--- config.mk ---
export PLATFORM = sky130hd
export DESIGN_NAME = ethRtInterface
export DESIGN_NICKNAME = d
export VERILOG_FILES = /design/src/hw/ethRtPkg.sv /design/src/hw/ethCrc32.sv /design/src/hw/ethRtInterface.sv /design/src/hw/gmiiRxPacker.sv /design/src/hw/gmiiTxFramer.sv
export VERILOG_INCLUDE_DIRS = /design/src /design/src/include
export SDC_FILE = /design/constraint.sdc
export NUM_CORES = 1
export LEC_CHECK = 0
export BUFFER_PORTS_ARGS = -buffer_cell sky130_fd_sc_hd__buf_2
export CORE_MARGIN = 2
export CORE_UTILIZATION = 58
export CTS_CLUSTER_SIZE = 28
export DETAILED_ROUTE_END_ITERATION = 12
export PLACE_DENSITY_LB_ADDON = 0.15
export SYNTH_ARGS = -nofsm -noshare
export SYNTH_HDL_FRONTEND = slang
export SYNTH_SLANG_ARGS = --single-unit
--- constraint.sdc ---
create_clock -name TxClk -period 3.4 [get_ports TxClk]
set_input_delay 0.68 -clock TxClk [delete_from_list [all_inputs] [get_ports TxClk]]
set_output_delay 0.68 -clock TxClk [all_outputs]
set_load 0.02 [all_outputs]
--- src/include/ethRt_params.svh ---
// Real-time Ethernet constants
`ifndef ETH_RT_PARAMS_SVH
`define ETH_RT_PARAMS_SVH

// ------------------------------
// Frame delimiters
// ------------------------------

`define ETH_PREAMBLE_BYTE 8'h55     // Seven of these open every frame
`define ETH_SFD_BYTE      8'hD5     // Start-of-frame delimiter

// ------------------------------
// Frame sizes and timing
// ------------------------------

// Minimum bytes before the FCS (64 byte frame minus 4 FCS bytes)
`define ETH_MIN_DATA      60

// Idle rxValid cycles that close a received frame
`define ETH_EOF_GAP       2

// ------------------------------
// FCS
// ------------------------------

`define ETH_CRC_POLY      32'hEDB88320   // Reflected IEEE 802.3 polynomial

`endif

--- src/hw/ethRtPkg.sv ---
// Real-time Ethernet types
`default_nettype none

package ethRtPkg;

    typedef logic [7:0]  byteT;         // GMII data byte
    typedef logic [15:0] wordT;         // Packet engine word
    typedef logic [15:0] byteCountT;    // Byte count
    typedef logic [15:0] timeT;         // Cycle count
    typedef logic [31:0] crcT;          // Running FCS

    // Receive side FSM
    typedef enum logic [1:0] {rxIdle, rxFrame, rxWaitSend} rxStateT;

    // Transmit side FSM
    typedef enum logic [2:0] {txIdle, txPreamble, txSend, txPadding, txCrc} txStateT;

    // Response description from the packet engine
    typedef struct packed {
        logic      required;            // Frame needs an answer
        byteCountT byteCount;           // Payload bytes of the answer
    } respT;

    // Receive status, held after each frame
    typedef struct packed {
        timeT      timeReceive;         // Cycles from SFD to end of frame
        byteCountT byteCount;           // Payload bytes after SFD
        logic      notReady;            // Sticky, engine was not accepting
    } rxStatT;

endpackage

`default_nettype wire

--- src/hw/ethCrc32.sv ---
// Ethernet FCS engine
`default_nettype none

`include "ethRt_params.svh"

module ethCrc32 import ethRtPkg::*; (
    input  logic TxClk,
    input  logic crcInit,            // Load all ones
    input  logic crcStep,            // Advance by crcByte
    input  byteT crcByte,
    output crcT  crcValue            // Raw register, not complemented
);

    crcT crcReg;

    // One byte through the reflected CRC, LSB first
    function automatic crcT crcNext(input crcT crcIn, input byteT dataIn);
        crcT  c;
        logic fb;
        c = crcIn;
        for (int i = 0; i < 8; i++) begin
            fb = c[0] ^ dataIn[i];
            c  = c >> 1;
            if (fb)
                c = c ^ `ETH_CRC_POLY;
        end
        return c;
    endfunction

    always_ff @(posedge TxClk) begin
        if (crcInit)
            crcReg <= '1;
        else if (crcStep)
            crcReg <= crcNext(crcReg, crcByte);
    end

    assign crcValue = crcReg;

endmodule

`default_nettype wire

--- src/hw/ethRtInterface.sv ---
// Real-time Ethernet interface top
`default_nettype none

module ethRtInterface import ethRtPkg::*; (
    input  logic   TxClk,
    input  logic   resetActive,
    input  logic   clearErrors,
    // GMII receive
    input  logic   rxValid,
    input  byteT   rxData,
    output logic   portReady,
    // Packet engine
    input  logic   recvBusy,
    input  logic   sendBusy,
    input  respT   resp,
    output logic   recvRequest,
    output logic   recvReady,
    output wordT   recvWord,
    output logic   sendRequest,
    output rxStatT rxStat,
    input  wordT   sendWord,
    output logic   sendReady,
    // GMII transmit
    output logic   txEn,
    output byteT   txData,
    output logic   dataReady
);

    // Framer to FCS engine
    logic crcInit;
    logic crcStep;
    byteT crcByte;
    crcT  crcValue;

    gmiiRxPacker rxPacker (
        .TxClk(TxClk), .resetActive(resetActive), .clearErrors(clearErrors),
        .rxValid(rxValid), .rxData(rxData), .portReady(portReady),
        .recvBusy(recvBusy), .sendBusy(sendBusy), .resp(resp),
        .recvRequest(recvRequest), .recvReady(recvReady), .recvWord(recvWord),
        .sendRequest(sendRequest), .rxStat(rxStat)
    );

    gmiiTxFramer txFramer (
        .TxClk(TxClk), .resetActive(resetActive), .sendBusy(sendBusy),
        .byteCount(resp.byteCount),          // Response length from engine
        .sendWord(sendWord), .sendReady(sendReady),
        .txEn(txEn), .txData(txData), .dataReady(dataReady),
        .crcInit(crcInit), .crcStep(crcStep), .crcByte(crcByte), .crcValue(crcValue)
    );

    ethCrc32 fcsEngine (
        .TxClk(TxClk), .crcInit(crcInit), .crcStep(crcStep),
        .crcByte(crcByte), .crcValue(crcValue)
    );

endmodule

`default_nettype wire

--- src/hw/gmiiRxPacker.sv ---
// GMII receive byte packer
`default_nettype none

`include "ethRt_params.svh"

module gmiiRxPacker import ethRtPkg::*; (
    input  logic   TxClk,
    input  logic   resetActive,
    input  logic   clearErrors,      // Clears sticky notReady
    input  logic   rxValid,
    input  byteT   rxData,
    output logic   portReady,        // Bytes count only while high
    input  logic   recvBusy,         // Engine accepts the frame
    input  logic   sendBusy,         // Engine is busy with a response
    input  respT   resp,
    output logic   recvRequest,      // Pulse on SFD
    output logic   recvReady,        // Pulse with a complete recvWord
    output wordT   recvWord,
    output logic   sendRequest,      // Pulse to start a response
    output rxStatT rxStat
);

    rxStateT   rxState;
    byteCountT byteCnt;              // Payload bytes of current frame
    timeT      frameTime;            // Running receive time
    logic [2:0] idleCnt;             // Idle cycles since last byte
    logic      byteIn;               // Byte accepted this cycle

    assign byteIn = rxValid & portReady;

    always_ff @(posedge TxClk) begin
        if (resetActive) begin
            rxState     <= rxIdle;
            portReady   <= 1'b1;
            recvRequest <= 1'b0;
            recvReady   <= 1'b0;
            sendRequest <= 1'b0;
            rxStat      <= '0;
            byteCnt     <= '0;
            frameTime   <= '0;
            idleCnt     <= '0;
        end else begin
            // Strobes last one cycle
            recvRequest <= 1'b0;
            recvReady   <= 1'b0;
            sendRequest <= 1'b0;

            if (clearErrors)
                rxStat.notReady <= 1'b0;

            case (rxState)
                // ------------------------------
                // Hunt for SFD, preamble ignored
                // ------------------------------
                rxIdle: begin
                    portReady <= 1'b1;
                    if (byteIn && rxData == `ETH_SFD_BYTE) begin
                        recvRequest <= 1'b1;
                        byteCnt     <= '0;
                        frameTime   <= '0;
                        idleCnt     <= '0;
                        if (!recvBusy)
                            rxStat.notReady <= 1'b1;   // Engine not ready, words dropped
                        rxState <= rxFrame;
                    end
                end

                // ------------------------------
                // Pack bytes, high byte first
                // ------------------------------
                rxFrame: begin
                    frameTime <= frameTime + timeT'(1);
                    if (byteIn) begin
                        byteCnt <= byteCnt + byteCountT'(1);
                        idleCnt <= '0;
                        if (!byteCnt[0]) begin
                            recvWord[15:8] <= rxData;    // Even byte
                        end else begin
                            recvWord[7:0] <= rxData;     // Odd byte completes word
                            recvReady     <= recvBusy;
                        end
                    end else if (idleCnt == 3'(`ETH_EOF_GAP - 1)) begin
                        // End of frame, flush a lone high byte
                        if (byteCnt[0]) begin
                            recvWord[7:0] <= 8'd0;
                            recvReady     <= recvBusy;
                        end
                        rxStat.timeReceive <= frameTime + timeT'(1);   // SFD through last gap cycle
                        rxStat.byteCount   <= byteCnt;
                        if (resp.required && sendBusy) begin
                            portReady <= 1'b0;           // Block input until send done
                            rxState   <= rxWaitSend;
                        end else begin
                            sendRequest <= resp.required;
                            rxState     <= rxIdle;
                        end
                    end else begin
                        idleCnt <= idleCnt + 3'd1;
                    end
                end

                // Previous response still in flight
                rxWaitSend: begin
                    if (!sendBusy) begin
                        sendRequest <= 1'b1;
                        portReady   <= 1'b1;
                        rxState     <= rxIdle;
                    end
                end

                default: rxState <= rxIdle;
            endcase
        end
    end

endmodule

`default_nettype wire

--- src/hw/gmiiTxFramer.sv ---
// GMII transmit framer
`default_nettype none

`include "ethRt_params.svh"

module gmiiTxFramer import ethRtPkg::*; (
    input  logic      TxClk,
    input  logic      resetActive,
    input  logic      sendBusy,      // Rising edge starts a frame
    input  byteCountT byteCount,     // Payload bytes from the engine
    input  wordT      sendWord,      // Valid the cycle after sendReady
    output logic      sendReady,     // Request next word
    output logic      txEn,
    output byteT      txData,
    output logic      dataReady,     // txData valid along with txEn
    output logic      crcInit,
    output logic      crcStep,
    output byteT      crcByte,
    input  crcT       crcValue
);

    txStateT   txState;
    logic [2:0] txCnt;               // Preamble and FCS byte index
    logic [2:0] wordPhase;           // Position within one word
    byteCountT sentCnt;              // Payload plus padding bytes sent
    byteT      hiByte;               // Second byte of current word
    logic      busyPrev;
    logic      startFrame;

    assign startFrame = sendBusy & ~busyPrev;
    assign crcInit    = (txState == txIdle) & startFrame;

    // CRC steps on the byte being loaded into txData
    always_comb begin
        crcStep = 1'b0;
        crcByte = '0;
        if (txState == txSend && wordPhase == 3'd2) begin
            crcStep = 1'b1;
            crcByte = sendWord[7:0];
        end else if (txState == txSend && wordPhase == 3'd4) begin
            crcStep = 1'b1;
            crcByte = hiByte;
        end else if (txState == txPadding) begin
            crcStep = 1'b1;                  // Zero pad byte
        end
    end

    always_ff @(posedge TxClk) begin
        if (resetActive) begin
            txState   <= txIdle;
            txEn      <= 1'b0;
            dataReady <= 1'b1;
            sendReady <= 1'b0;
            busyPrev  <= 1'b0;
            txCnt     <= '0;
            wordPhase <= '0;
            sentCnt   <= '0;
        end else begin
            busyPrev <= sendBusy;
            case (txState)
                txIdle: begin
                    txEn      <= 1'b0;
                    dataReady <= 1'b1;
                    sendReady <= 1'b0;
                    if (startFrame) begin
                        txEn    <= 1'b1;
                        txData  <= `ETH_PREAMBLE_BYTE;   // First preamble byte
                        txCnt   <= 3'd1;
                        txState <= txPreamble;
                    end
                end

                txPreamble: begin
                    if (txCnt == 3'd7) begin
                        txData    <= `ETH_SFD_BYTE;
                        wordPhase <= '0;
                        sentCnt   <= '0;
                        txState   <= txSend;
                    end else begin
                        txData <= `ETH_PREAMBLE_BYTE;
                        txCnt  <= txCnt + 3'd1;
                    end
                end

                // ------------------------------
                // Payload, low byte first
                // ------------------------------
                txSend: begin
                    case (wordPhase)
                        3'd0: begin
                            dataReady <= 1'b0;
                            if (sentCnt == byteCount) begin
                                txCnt   <= '0;
                                txState <= (sentCnt < byteCountT'(`ETH_MIN_DATA)) ?
                                           txPadding : txCrc;
                            end else begin
                                sendReady <= 1'b1;       // Ask for next word
                                wordPhase <= 3'd1;
                            end
                        end
                        3'd1: begin
                            sendReady <= 1'b0;           // Word arrives next cycle
                            wordPhase <= 3'd2;
                        end
                        3'd2: begin
                            txData    <= sendWord[7:0];
                            hiByte    <= sendWord[15:8];
                            dataReady <= 1'b1;
                            sentCnt   <= sentCnt + byteCountT'(1);
                            wordPhase <= 3'd3;
                        end
                        3'd3: begin
                            dataReady <= 1'b0;
                            wordPhase <= (sentCnt == byteCount) ? 3'd0 : 3'd4;  // Odd count
                        end
                        3'd4: begin
                            txData    <= hiByte;
                            dataReady <= 1'b1;
                            sentCnt   <= sentCnt + byteCountT'(1);
                            wordPhase <= 3'd0;
                        end
                        default: wordPhase <= 3'd0;
                    endcase
                end

                // Zero fill up to the minimum frame
                txPadding: begin
                    txData    <= 8'd0;
                    dataReady <= 1'b1;
                    sentCnt   <= sentCnt + byteCountT'(1);
                    if (sentCnt == byteCountT'(`ETH_MIN_DATA - 1))
                        txState <= txCrc;
                end

                // ------------------------------
                // FCS, complemented, low byte first
                // ------------------------------
                txCrc: begin
                    dataReady <= 1'b1;
                    if (txCnt == 3'd4) begin
                        txEn    <= 1'b0;                 // Frame done
                        txState <= txIdle;
                    end else begin
                        txData <= ~crcValue[{txCnt[1:0], 3'b000} +: 8];
                        txCnt  <= txCnt + 3'd1;
                    end
                end

                default: txState <= txIdle;
            endcase
        end
    end

endmodule

`default_nettype wire

# After elaboration in Yosys (flattened, before gate mapping)

Cells that the tools add are included.

RAM bits: 0
Latch bits: 0
Word-level logic and storage cells: 229
Register bits after elaboration: 167
Bits in read-only memories: 0
Memories: 0
Input bits: 47
Output and inout bits: 64

Order comparisons: 1
Bitwise gates (word level): 26
Mux-type cells: 97
Div/mod/pow operators: 0
Reductions and logical operators: 39
$add $sub $neg: 5
Equal/unequal tests: 36
$mul: 0
Shift-type cells: 1

Operators with widths:

| cell                                                | number |
|---|---|
| two-way mux 32 bit                                  | 22 |
| NOT 13 -> 14 bit                                    | 8 |
| two-way mux 8 bit                                   | 9 |
| two-way mux 16 bit                                  | 4 |
| one-hot mux 16 bit (2 select lines)                 | 2 |
| two-way mux 3 bit                                   | 17 |
| adder 16 x 1 -> 16 bit, second input constant       | 3 |
| one-hot mux 16 bit (3 select lines)                 | 1 |
| one-hot mux 8 bit (5 select lines)                  | 1 |
| indexed part select 32 x 6 -> 8 bit                 | 1 |
| one-hot mux 3 bit (4 select lines)                  | 2 |
| two-way mux 1 bit                                   | 22 |
| AND reduction 3 bit                                 | 7 |
| == test 16 bit                                      | 1 |
| == test 16 x 6 -> 1 bit, second input constant      | 1 |
| < comparator 16 x 6 -> 1 bit, second input constant | 1 |
| != test 2 bit, second input constant                | 8 |
| one-hot mux 8 bit (2 select lines)                  | 1 |
| one-hot mux 3 bit (5 select lines)                  | 1 |
| != test 2 x 1 -> 1 bit, second input constant       | 7 |
| == test 3 x 2 -> 1 bit, second input constant       | 4 |
| == test 3 bit, second input constant                | 4 |
| != test 3 bit, second input constant                | 4 |
| one-hot mux 1 bit (2 select lines)                  | 6 |
| other kinds (27)                                    | 68 |

# Longest topological paths before layout

Gate-level depths: netlist (run 1).

Depth after elaboration: 34
Gate-level depth with buffers: 11
Mapped depth without buffers: 9

# By module

From an unflattened synthesis (run 1), not the netlist that was laid out.

Cells, all modules: 939
Area total of the unflattened synthesis: 9017.4 um^2

Modules (own cells, without submodules):

| module       | cells an instance | area an instance (um^2) | sequential area each (um^2) | times used |
|---|---|---|---|---|
| gmiiRxPacker | 450               | 4220.3                  | 1961.9                      | 1 |
| gmiiTxFramer | 307               | 2865.2                  | 1061.0                      | 1 |
| ethCrc32     | 182               | 1931.9                  | 640.6                       | 1 |

# Worst setup path before layout (run 1)

OpenSTA, ideal clock, no wires.

Kind: register to register
From: reg txFramer.wordPhase[0]
To: reg fcsEngine.crcReg[26] (netlist: fcsEngine.crcValue[26])
Arrival: 2464 ps
Data required time: 3268 ps
Library setup time: 132 ps
Slack: 803 ps
Stages on the path, launching flop included: 10
Buffers on the path: 2
Cell sequence: dfxtp_1 > buf_6 > or4b_4 > buf_6 > a21oi_1 > xnor2_1 > xnor3_1 > xnor2_1 > xnor2_1 > a21oi_1

Cells in the longest elaborated chain, start to end: 29
Elaborated cells between the ends (all ways): 41
Classes of those cells: 2 x eq/ne; 26 x mux; 11 x bitwise; 2 x reduce/logical

Ends and longest elaborated chain:

| item                              | line                | source |
|---|---|---|
| start, declared                   | gmiiTxFramer.sv:24  | `logic [2:0] wordPhase;` |
| start signal, assigned            | gmiiTxFramer.sv:114 | `wordPhase <= (sentCnt == byteCount) ? 3'd0 : 3'd4;` |
| == test 3 bit                     | gmiiTxFramer.sv:40  | `end else if (txState == txSend && wordPhase == 3'd4) begin` |
| logical AND 1 bit                 | gmiiTxFramer.sv:40  |  |
| two-way mux 8 bit                 | gmiiTxFramer.sv:40  |  |
| two-way mux 8 bit                 | gmiiTxFramer.sv:37  | `if (txState == txSend && wordPhase == 3'd2) begin` |
| XOR 1 bit                         | ethCrc32.sv:22      | `fb = c[0] ^ dataIn[i];` |
| two-way mux 32 bit                | ethCrc32.sv:24      | `if (fb)` |
| two-way mux 32 bit                | ethCrc32.sv:33      | `else if (crcStep)` |
| two-way mux 32 bit                | ethCrc32.sv:31      | `if (crcInit)` |
| [13 not listed]                   | -                   |  |
| two-way mux 32 bit                | ethCrc32.sv:33      |  |
| two-way mux 32 bit                | ethCrc32.sv:31      |  |
| XOR 1 bit                         | ethCrc32.sv:22      |  |
| two-way mux 32 bit                | ethCrc32.sv:24      |  |
| two-way mux 32 bit                | ethCrc32.sv:33      |  |
| two-way mux 32 bit                | ethCrc32.sv:31      |  |
| NOT 13 -> 14 bit (no source line) | -                   |  |
| two-way mux 32 bit                | ethCrc32.sv:24      |  |
| end signal, assigned              | ethCrc32.sv:34      | `crcReg <= crcNext(crcReg, crcByte);` |
| end, declared                     | ethCrc32.sv:14      | `crcT crcReg;` |

Several ways; a longest one is shown, not always the timed one. The select of a mux whose other input is x is not followed.
A chain may end at the register's enable or synchronous reset.

# Final worst setup path (run 1)

From: reg txFramer.txState[1]
To: reg fcsEngine.crcReg[26] (netlist: fcsEngine.crcValue[26])

Cells in the longest elaborated chain, start to end: 29
Elaborated cells between the ends (all ways): 44
Classes of those cells: 2 x eq/ne; 27 x mux; 12 x bitwise; 3 x reduce/logical

Ends and longest elaborated chain:

| item                              | line                                   | source |
|---|---|---|
| start, declared                   | gmiiTxFramer.sv:22                     | `txStateT txState;` |
| start signal, assigned            | gmiiTxFramer.sv:50                     | `txState <= txIdle;` |
| start signal, assigned            | gmiiTxFramer.sv:69                     | `txState <= txPreamble;` |
| start signal, assigned            | gmiiTxFramer.sv:78                     | `txState <= txSend;` |
| == test 3 x 2 -> 1 bit            | gmiiTxFramer.sv:37, gmiiTxFramer.sv:40 |  |
| logical AND 1 bit                 | gmiiTxFramer.sv:40                     |  |
| two-way mux 8 bit                 | gmiiTxFramer.sv:40                     |  |
| two-way mux 8 bit                 | gmiiTxFramer.sv:37                     |  |
| XOR 1 bit                         | ethCrc32.sv:22                         |  |
| two-way mux 32 bit                | ethCrc32.sv:24                         |  |
| two-way mux 32 bit                | ethCrc32.sv:33                         |  |
| two-way mux 32 bit                | ethCrc32.sv:31                         |  |
| [13 not listed]                   | -                                      |  |
| two-way mux 32 bit                | ethCrc32.sv:33                         |  |
| two-way mux 32 bit                | ethCrc32.sv:31                         |  |
| XOR 1 bit                         | ethCrc32.sv:22                         |  |
| two-way mux 32 bit                | ethCrc32.sv:24                         |  |
| two-way mux 32 bit                | ethCrc32.sv:33                         |  |
| two-way mux 32 bit                | ethCrc32.sv:31                         |  |
| NOT 13 -> 14 bit (no source line) | -                                      |  |
| two-way mux 32 bit                | ethCrc32.sv:24                         |  |

Several ways; a longest one is shown, not always the timed one. The select of a mux whose other input is x is not followed.

==> results.md, run 1 <==
* Largest net degree at the start of global routing at 41
* Critical Path Start Type: register
* Endpoint of the worst hold path: txFramer.hiByte[2]
* Tightest Hold Check Type: in -> reg
* Pwr dens at 584 mW/mm2
* CTS root buffer: sky130_fd_sc_hd__clkbuf_16
* Area occupied by multi-input gates at 0.00452 mm2
* Crit-path max FO at 15
* Worst reg-to-reg path cell count at 7
* Cell type with the highest aggregate area in the netlist: sky130_fd_sc_hd__dfxtp_1
* Origin of the worst min-delay path: sendWord[10]
* Setup repair after global routing missed its margin: no
* Flip-flop cell with the highest count after synthesis: sky130_fd_sc_hd__dfxtp_1
* Deepest level of the CTS H-tree at 4
* Number of I/O pins at 111
* Detailed-route via count at 7003
* Global-route wire length before repair at 32.5 mm
* Number of buffers added by the clock tree synthesis step at 17
* Placed wire-length estimate after detailed placement at 13.9 mm
* Avg WL per Cell at 16.0 um
* Number of buffers inserted for hold repair after clock tree synthesis at 0
* Largest buffer count on any clock path at 2
* Unique masters post-synth at 69
* Post-CTS resize count at 0
* Outcome: finished, final reports clean
* CTS tree: done
* Fin Clk Skew at 0.00675 ns
* Setup Fix Bufs, Post-CTS at 0
* Relative slew margins at 0.202
* Slack of the critical path at 0.388 ns
* Transition time at the pin with the least slew margin at 1.19 ns
* Min cycle time layout at 3.01 ns
* Area Overhead vs Synth at 15.6%
* Number of enable flip-flop cells after synthesis at 32
* Number of clock sinks at 167
* Critical Path AT at 3.31 ns
* Number of stages on the worst hold path at 1
* Final weighted congestion in routability-driven placement at 0.903
* Required time at the worst-slack endpoint at 3.70 ns
* Antenna violations before repair at 0
* Share of cell area taken by muxes after synthesis at 0.0225
* Combined area of all synthesized cells at 0.00845 mm2
* Post-Synth Adder-Cell Area at 0.0178
* Number of max-cap violations at 0
* Post-Route WL at 19.7 mm
* Number of warnings issued by yosys at 0
* Leakage power figure at 3.79 nW
* Total nets after synthesis at 990
* Portion of synthesized cell area occupied by the leading cell type at 0.320
* Worst slack on hold paths at 0.427 ns
* Placement-stage worst setup slack at 0.484 ns
* Period Utilization, post-route at 0.886
* Number of nets with antenna violations after routing at 0
* WS Path Type: reg -> reg
* Aggregate global routing overflow at 0
* Floorplan core area at 0.0144 mm2
* Largest family of logic cells by synthesized area: simple AND/OR/NAND/NOR gates
* Worst reg2reg path startpoint: txFramer.txState[1]
* Setup slack of the most critical reg-to-reg path at 0.39 ns
* Nets@finish at 1087
* Post-Syn Area per Cell at 9.07 um2
* Gate Count Post-Synth at 931
* Number of fillers in the final layout at 1168
* Register cell area after layout at 0.00366 mm2
* Synthesized flop and latch total at 167
* Number of rows in the core area at 44
* Die H at 125 um
* Setup TNS Final at 0 ns
* Diodes inserted at 0
* Peak ir drop on the vdd network at 0.418 mV
* Starting density of the core at 0.588
* Total DRC errors in the routed layout at 0
* GRT Util Overall at 0.256
* Fraction of layout cells with a size suffix above 1 at 0.174
* # setup viols final at 0
* Sequential fraction of the synthesis area at 0.434
* Compound-Gate Fraction of Synth Area at 0.138
* Fin. max-slew vios at 0
* Clock-pin slew of the registers on the worst-case setup and hold paths at 0.06 ns
* Most used cells in the layout excluding fill and tap cells: sky130_fd_sc_hd__dfxtp_1 (135), sky130_fd_sc_hd__nand2_1 (116), sky130_fd_sc_hd__buf_2 (110)
* Final number of hold-violating endpoints at 0
* Share of flip-flops with an asynchronous set or reset at 0
* Crit path capture type: register
* Port buffer count at 110
* DRT iter0 DRCs at 551
* Simple-gate portion of the synthesized area at 0.197
* First-pass DRT Iterations at 6
* Horiz. Die Dim at 125 um
* Clock latency reported for the late side of the worst-skew pair at 0.43 ns
* Post-DR vias/cell at 5.72
* Area of the die at 0.0155 mm2
* Top cells by area in the synthesized netlist: sky130_fd_sc_hd__dfxtp_1 (32%), sky130_fd_sc_hd__edfxtp_1 (11%), sky130_fd_sc_hd__xnor2_1 (7.4%), sky130_fd_sc_hd__xor2_1 (6.0%), sky130_fd_sc_hd__nand2_1 (5.2%)
* Worst reg2reg path endpoint: fcsEngine.crcValue[26]
* Leading cell type in the layout, fill and taps excluded: sky130_fd_sc_hd__dfxtp_1
* Upper clock frequency limit at 0.332 GHz
* Synthesized-area fraction occupied by xor and xnor cells at 0.157
* Via count of the first global-routing pass at 6496
worst max-delay path, cell delays in order (launching register included):
cell and delay [ns]:
sky130_fd_sc_hd__dfxtp_1 0.61, sky130_fd_sc_hd__or4b_4 0.60, sky130_fd_sc_hd__a21oi_1 0.25, sky130_fd_sc_hd__xnor2_1 0.28, sky130_fd_sc_hd__xnor3_1 0.50, sky130_fd_sc_hd__xnor2_1 0.38, sky130_fd_sc_hd__xnor2_1 0.18, sky130_fd_sc_hd__a21oi_1 0.09
state kept, by name, summed over array words and instances (netlist names), 8 cells and up:
register / count
rxPacker.recvWord: 16
fcsEngine.crcValue: 32
txFramer.hiByte: 8
rxPacker.frameTime: 16
txFramer.txData: 8
txFramer.sentCnt: 16
rxPacker.byteCnt: 16
rxPacker.rxStat: 33
per-stage QoR:
stage,power [mW],std cells,utilization,cell area (um2)
after global routing,5.97,1225,0.679,9760
after global placement,3.77,1193,0.638,9170
after detailed placement,3.80,1193,0.638,9170
after CTS,5.72,1225,0.679,9760
after floorplan,3.42,931,-,8450
final,5.70,1225,0.679,9760
synthesized netlist by cell type (3+ instances only):
master / number
sky130_fd_sc_hd__a211oi_1: 12
sky130_fd_sc_hd__a21oi_1: 70
sky130_fd_sc_hd__a22oi_1: 12
sky130_fd_sc_hd__a311oi_1: 3
sky130_fd_sc_hd__a31oi_1: 3
sky130_fd_sc_hd__and2_1: 5
sky130_fd_sc_hd__and3_1: 16
sky130_fd_sc_hd__and4_1: 3
sky130_fd_sc_hd__buf_1: 4
sky130_fd_sc_hd__clkbuf_1: 42
sky130_fd_sc_hd__dfxtp_1: 135
sky130_fd_sc_hd__edfxtp_1: 32
sky130_fd_sc_hd__ha_1: 12
sky130_fd_sc_hd__inv_1: 19
sky130_fd_sc_hd__mux4_2: 8
sky130_fd_sc_hd__nand2_1: 116
sky130_fd_sc_hd__nand2b_1: 12
sky130_fd_sc_hd__nand3_1: 26
sky130_fd_sc_hd__nand3b_1: 11
sky130_fd_sc_hd__nand4_1: 16
sky130_fd_sc_hd__nor2_1: 85
sky130_fd_sc_hd__nor2b_1: 6
sky130_fd_sc_hd__nor3_1: 30
sky130_fd_sc_hd__nor4_1: 11
sky130_fd_sc_hd__o211ai_1: 20
sky130_fd_sc_hd__o21ai_0: 30
sky130_fd_sc_hd__o22ai_1: 5
sky130_fd_sc_hd__o31ai_1: 3
sky130_fd_sc_hd__or3_1: 5
sky130_fd_sc_hd__xnor2_1: 71
sky130_fd_sc_hd__xnor3_1: 5
sky130_fd_sc_hd__xor2_1: 58
final cells by class:
| type | instances | share of cell area |
|---|---|---|
| Clock buffer | 21 | 0.0493 |
| Inverter | 19 | 0.00730 |
| Timing Repair Buffer | 129 | 0.0710 |
| Clock inverter | 11 | 0.0110 |
| Tap cell | 184 | 0.0236 |
| Sequential cell | 167 | 0.375 |
| Multi-Input combinational cell | 694 | 0.463 |
worst max path at each step:
stage | start | endpoint | slack [ns] | cells past startpoint
3_5_place_dp | txFramer.txState[1] | fcsEngine.crcValue[26] | 0.48 | 7
3_3_place_gp | txFramer.txState[1] | fcsEngine.crcValue[29] | 0.56 | 7
6_report | txFramer.txState[1] | fcsEngine.crcValue[26] | 0.39 | 7
2_1_floorplan | txFramer.wordPhase[0] | fcsEngine.crcValue[26] | 0.80 | 9
4_1_cts | txFramer.txState[1] | fcsEngine.crcValue[26] | 0.42 | 7
5_1_grt | txFramer.wordPhase[2] | txFramer.sentCnt[14] | 0.23 | 7
cell families after synthesis:
family / Yosys count
adders and majority gates: 12
buffers and inverters: 70
xor gates and xnor gates: 138
DFF: 167
and+or+nand+nor: 351
muxes: 9
AOI/OAI and AO/OA: 184
power breakdown:
part	switching (mW)	internal [mW]	total (mW)
Clock	0.811	1.11	1.92
Combinational	0.837	0.654	1.49
Sequential	0.131	2.16	2.29
routing by layer:
layer / part of all wire / routed length, um / track usage / vias to the layer above
met5: 0 / 0 / 0 / -
met4: 0.014 / 275 / 0.0853 / 0
met3: 0.051 / 994 / 0.0481 / 24
met2: 0.46 / 9120 / 0.403 / 195
met1: 0.47 / 9270 / 0.356 / 3308
li1: - / - / - / 3476
(Power assumes the default switching activity.)
==> run 2: changes to the inputs <==
--- a/config.mk
+++ b/config.mk
@@ -12,6 +12,7 @@
 export CTS_CLUSTER_SIZE = 28
 export DETAILED_ROUTE_END_ITERATION = 12
 export PLACE_DENSITY_LB_ADDON = 0.15
+export REMOVE_ABC_BUFFERS = 1
 export SYNTH_ARGS = -nofsm -noshare
 export SYNTH_HDL_FRONTEND = slang
 export SYNTH_SLANG_ARGS = --single-unit
==> results.md, run 2 (synthesized netlist as in run 1, its figures left out) <==
* Diodes inserted at 0
* CTS root buffer: sky130_fd_sc_hd__clkbuf_16
* Critical Path Start Type: register
* Number of buffers inserted for hold repair after clock tree synthesis at 0
* WS Path Type: reg -> reg
* Number of max-cap violations at 0
* Fin. max-slew vios at 0
* Number of nets with antenna violations after routing at 0
* Detailed-route via count at 7051
* Nets@finish at 1092
* Number of standard cells in the layout, taps in and fillers out at 1230
* DRT iter0 DRCs at 678
* Critical path buffers and inverters at 0
* CP Cell Sequence: nand2b_1, nor2_1, a22oi_1, xor3_2, xnor3_1, xnor2_1, a21oi_1
* First-pass DRT Iterations at 6
* Leakage power figure at 3.79 nW
* Period Utilization, post-route at 0.825
* Fin Clk Skew at 0.0100 ns
* CTS tree: done
* Number of clock sinks at 167
* Slowest cell on the critical path: sky130_fd_sc_hd__dfxtp_1
* Final standard cell area without fillers at 0.00979 mm2
* Crit path capture type: register
* Leading cell type in the layout, fill and taps excluded: sky130_fd_sc_hd__dfxtp_1
* Total DRC errors in the routed layout at 0
* Area of the die at 0.0155 mm2
* Floorplan core area at 0.0144 mm2
* Number of flip-flops under the largest register name at 33
* Critical Path AT at 3.12 ns
* Starting density of the core at 0.588
* Outcome: finished, final reports clean
* GRT Util Overall at 0.261
* Die H at 125 um
* Avg WL per Cell at 16.2 um
* Number of buffers added by the clock tree synthesis step at 17
* Final weighted congestion in routability-driven placement at 0.984
* Post-Route WL at 19.9 mm
* Worst stage delay on the critical path at 0.66 ns
* Horiz. Die Dim at 125 um
* Placed Cells at 1198
* Placed Instance Area at 0.00920 mm2
* Port buffer count at 110
* Peak ir drop on the vdd network at 0.397 mV
* Largest net degree at the start of global routing at 37
* Setup repair after global routing missed its margin: no
* Number of I/O pins at 111
* Placed wire-length estimate after detailed placement at 14.4 mm
* Setup Fix Bufs, Post-CTS at 0
* Overall power consumption at 5.74 mW
* Min cycle time layout at 2.81 ns
* Clock latency reported for the late side of the worst-skew pair at 0.43 ns
* Antenna violations before repair at 0
* Setup TNS Final at 0 ns
* Register with the highest flop count: rxPacker.rxStat
* Fraction of layout cells with a size suffix above 1 at 0.178
* Cell family contributing the most delay on the critical path: XOR/XNOR gates
* Crit-path max FO at 21
* Most used cells in the layout excluding fill and tap cells: sky130_fd_sc_hd__dfxtp_1 (135), sky130_fd_sc_hd__nand2_1 (116), sky130_fd_sc_hd__buf_2 (110)
* Deepest level of the CTS H-tree at 4
* Post-DR vias/cell at 5.73
* Transition time at the pin with the least slew margin at 1.01 ns
* Aggregate global routing overflow at 0
* Final number of hold-violating endpoints at 0
* Largest buffer count on any clock path at 2
* Clock-pin slew of the registers on the worst-case setup and hold paths at 0.07 ns
* Required time at the worst-slack endpoint at 3.71 ns
* Pwr dens at 586 mW/mm2
* # setup viols final at 0
* Number of rows in the core area at 44
* Area Overhead vs Synth at 15.9%
* Upper clock frequency limit at 0.356 GHz
* Post-CTS resize count at 0
* Relative slew margins at 0.319
* Global-route wire length before repair at 33.0 mm
* Via count of the first global-routing pass at 6539
* Tightest Hold Check Type: in -> reg
## run 2: cell type report
class / count / area, um2
inverters: 19 / 71.3
clock buffers: 17 / 425
repair buffers: 134 / 731
well taps: 184 / 230
clock inverters: 15 / 159
flip-flops and latches: 167 / 3660
fillers: 1167 / 4580
multi-input cells: 694 / 4510
## run 2: stage by stage
step / util / hold WS [ns] / setup slack (ns)
finish: 0.681 / 0.422 / 0.595
global route: 0.681 / 0.414 / 0.402
CTS: 0.681 / 0.410 / 0.598
detailed placement: 0.641 / 0.443 / 0.603
global placement: 0.641 / 0.441 / 0.693
floorplan: - / 0.438 / 0.588
## run 2: path summary, 6_finish.rpt
| check | slack [ns] | cells after the start | startpoint | end |
|---|---|---|---|---|
| worst max-delay path | 0.59 | 7 | txFramer.wordPhase[2] | fcsEngine.crcValue[20] |
| worst min-delay path | 0.42 | 1 | sendWord[10] | txFramer.hiByte[2] |
| worst max register to register | 0.59 | 7 | txFramer.wordPhase[2] | fcsEngine.crcValue[20] |
| worst min register to register | 0.45 | 2 | rxPacker.rxStat[7] | rxPacker.rxStat[7] |
## run 2: where the power goes
group,internal [mW],total (mW),switching [mW]
registers,2.16,2.28,0.120
logic,0.661,1.54,0.882
clock network,1.04,1.91,0.875
## run 2: routing by layer
metal | part of all wire | global-route usage
met1 | 0.47 | 0.372
met2 | 0.45 | 0.408
met3 | 0.062 | 0.0417
met4 | 0.019 | 0.0839
met5 | 0 | 0
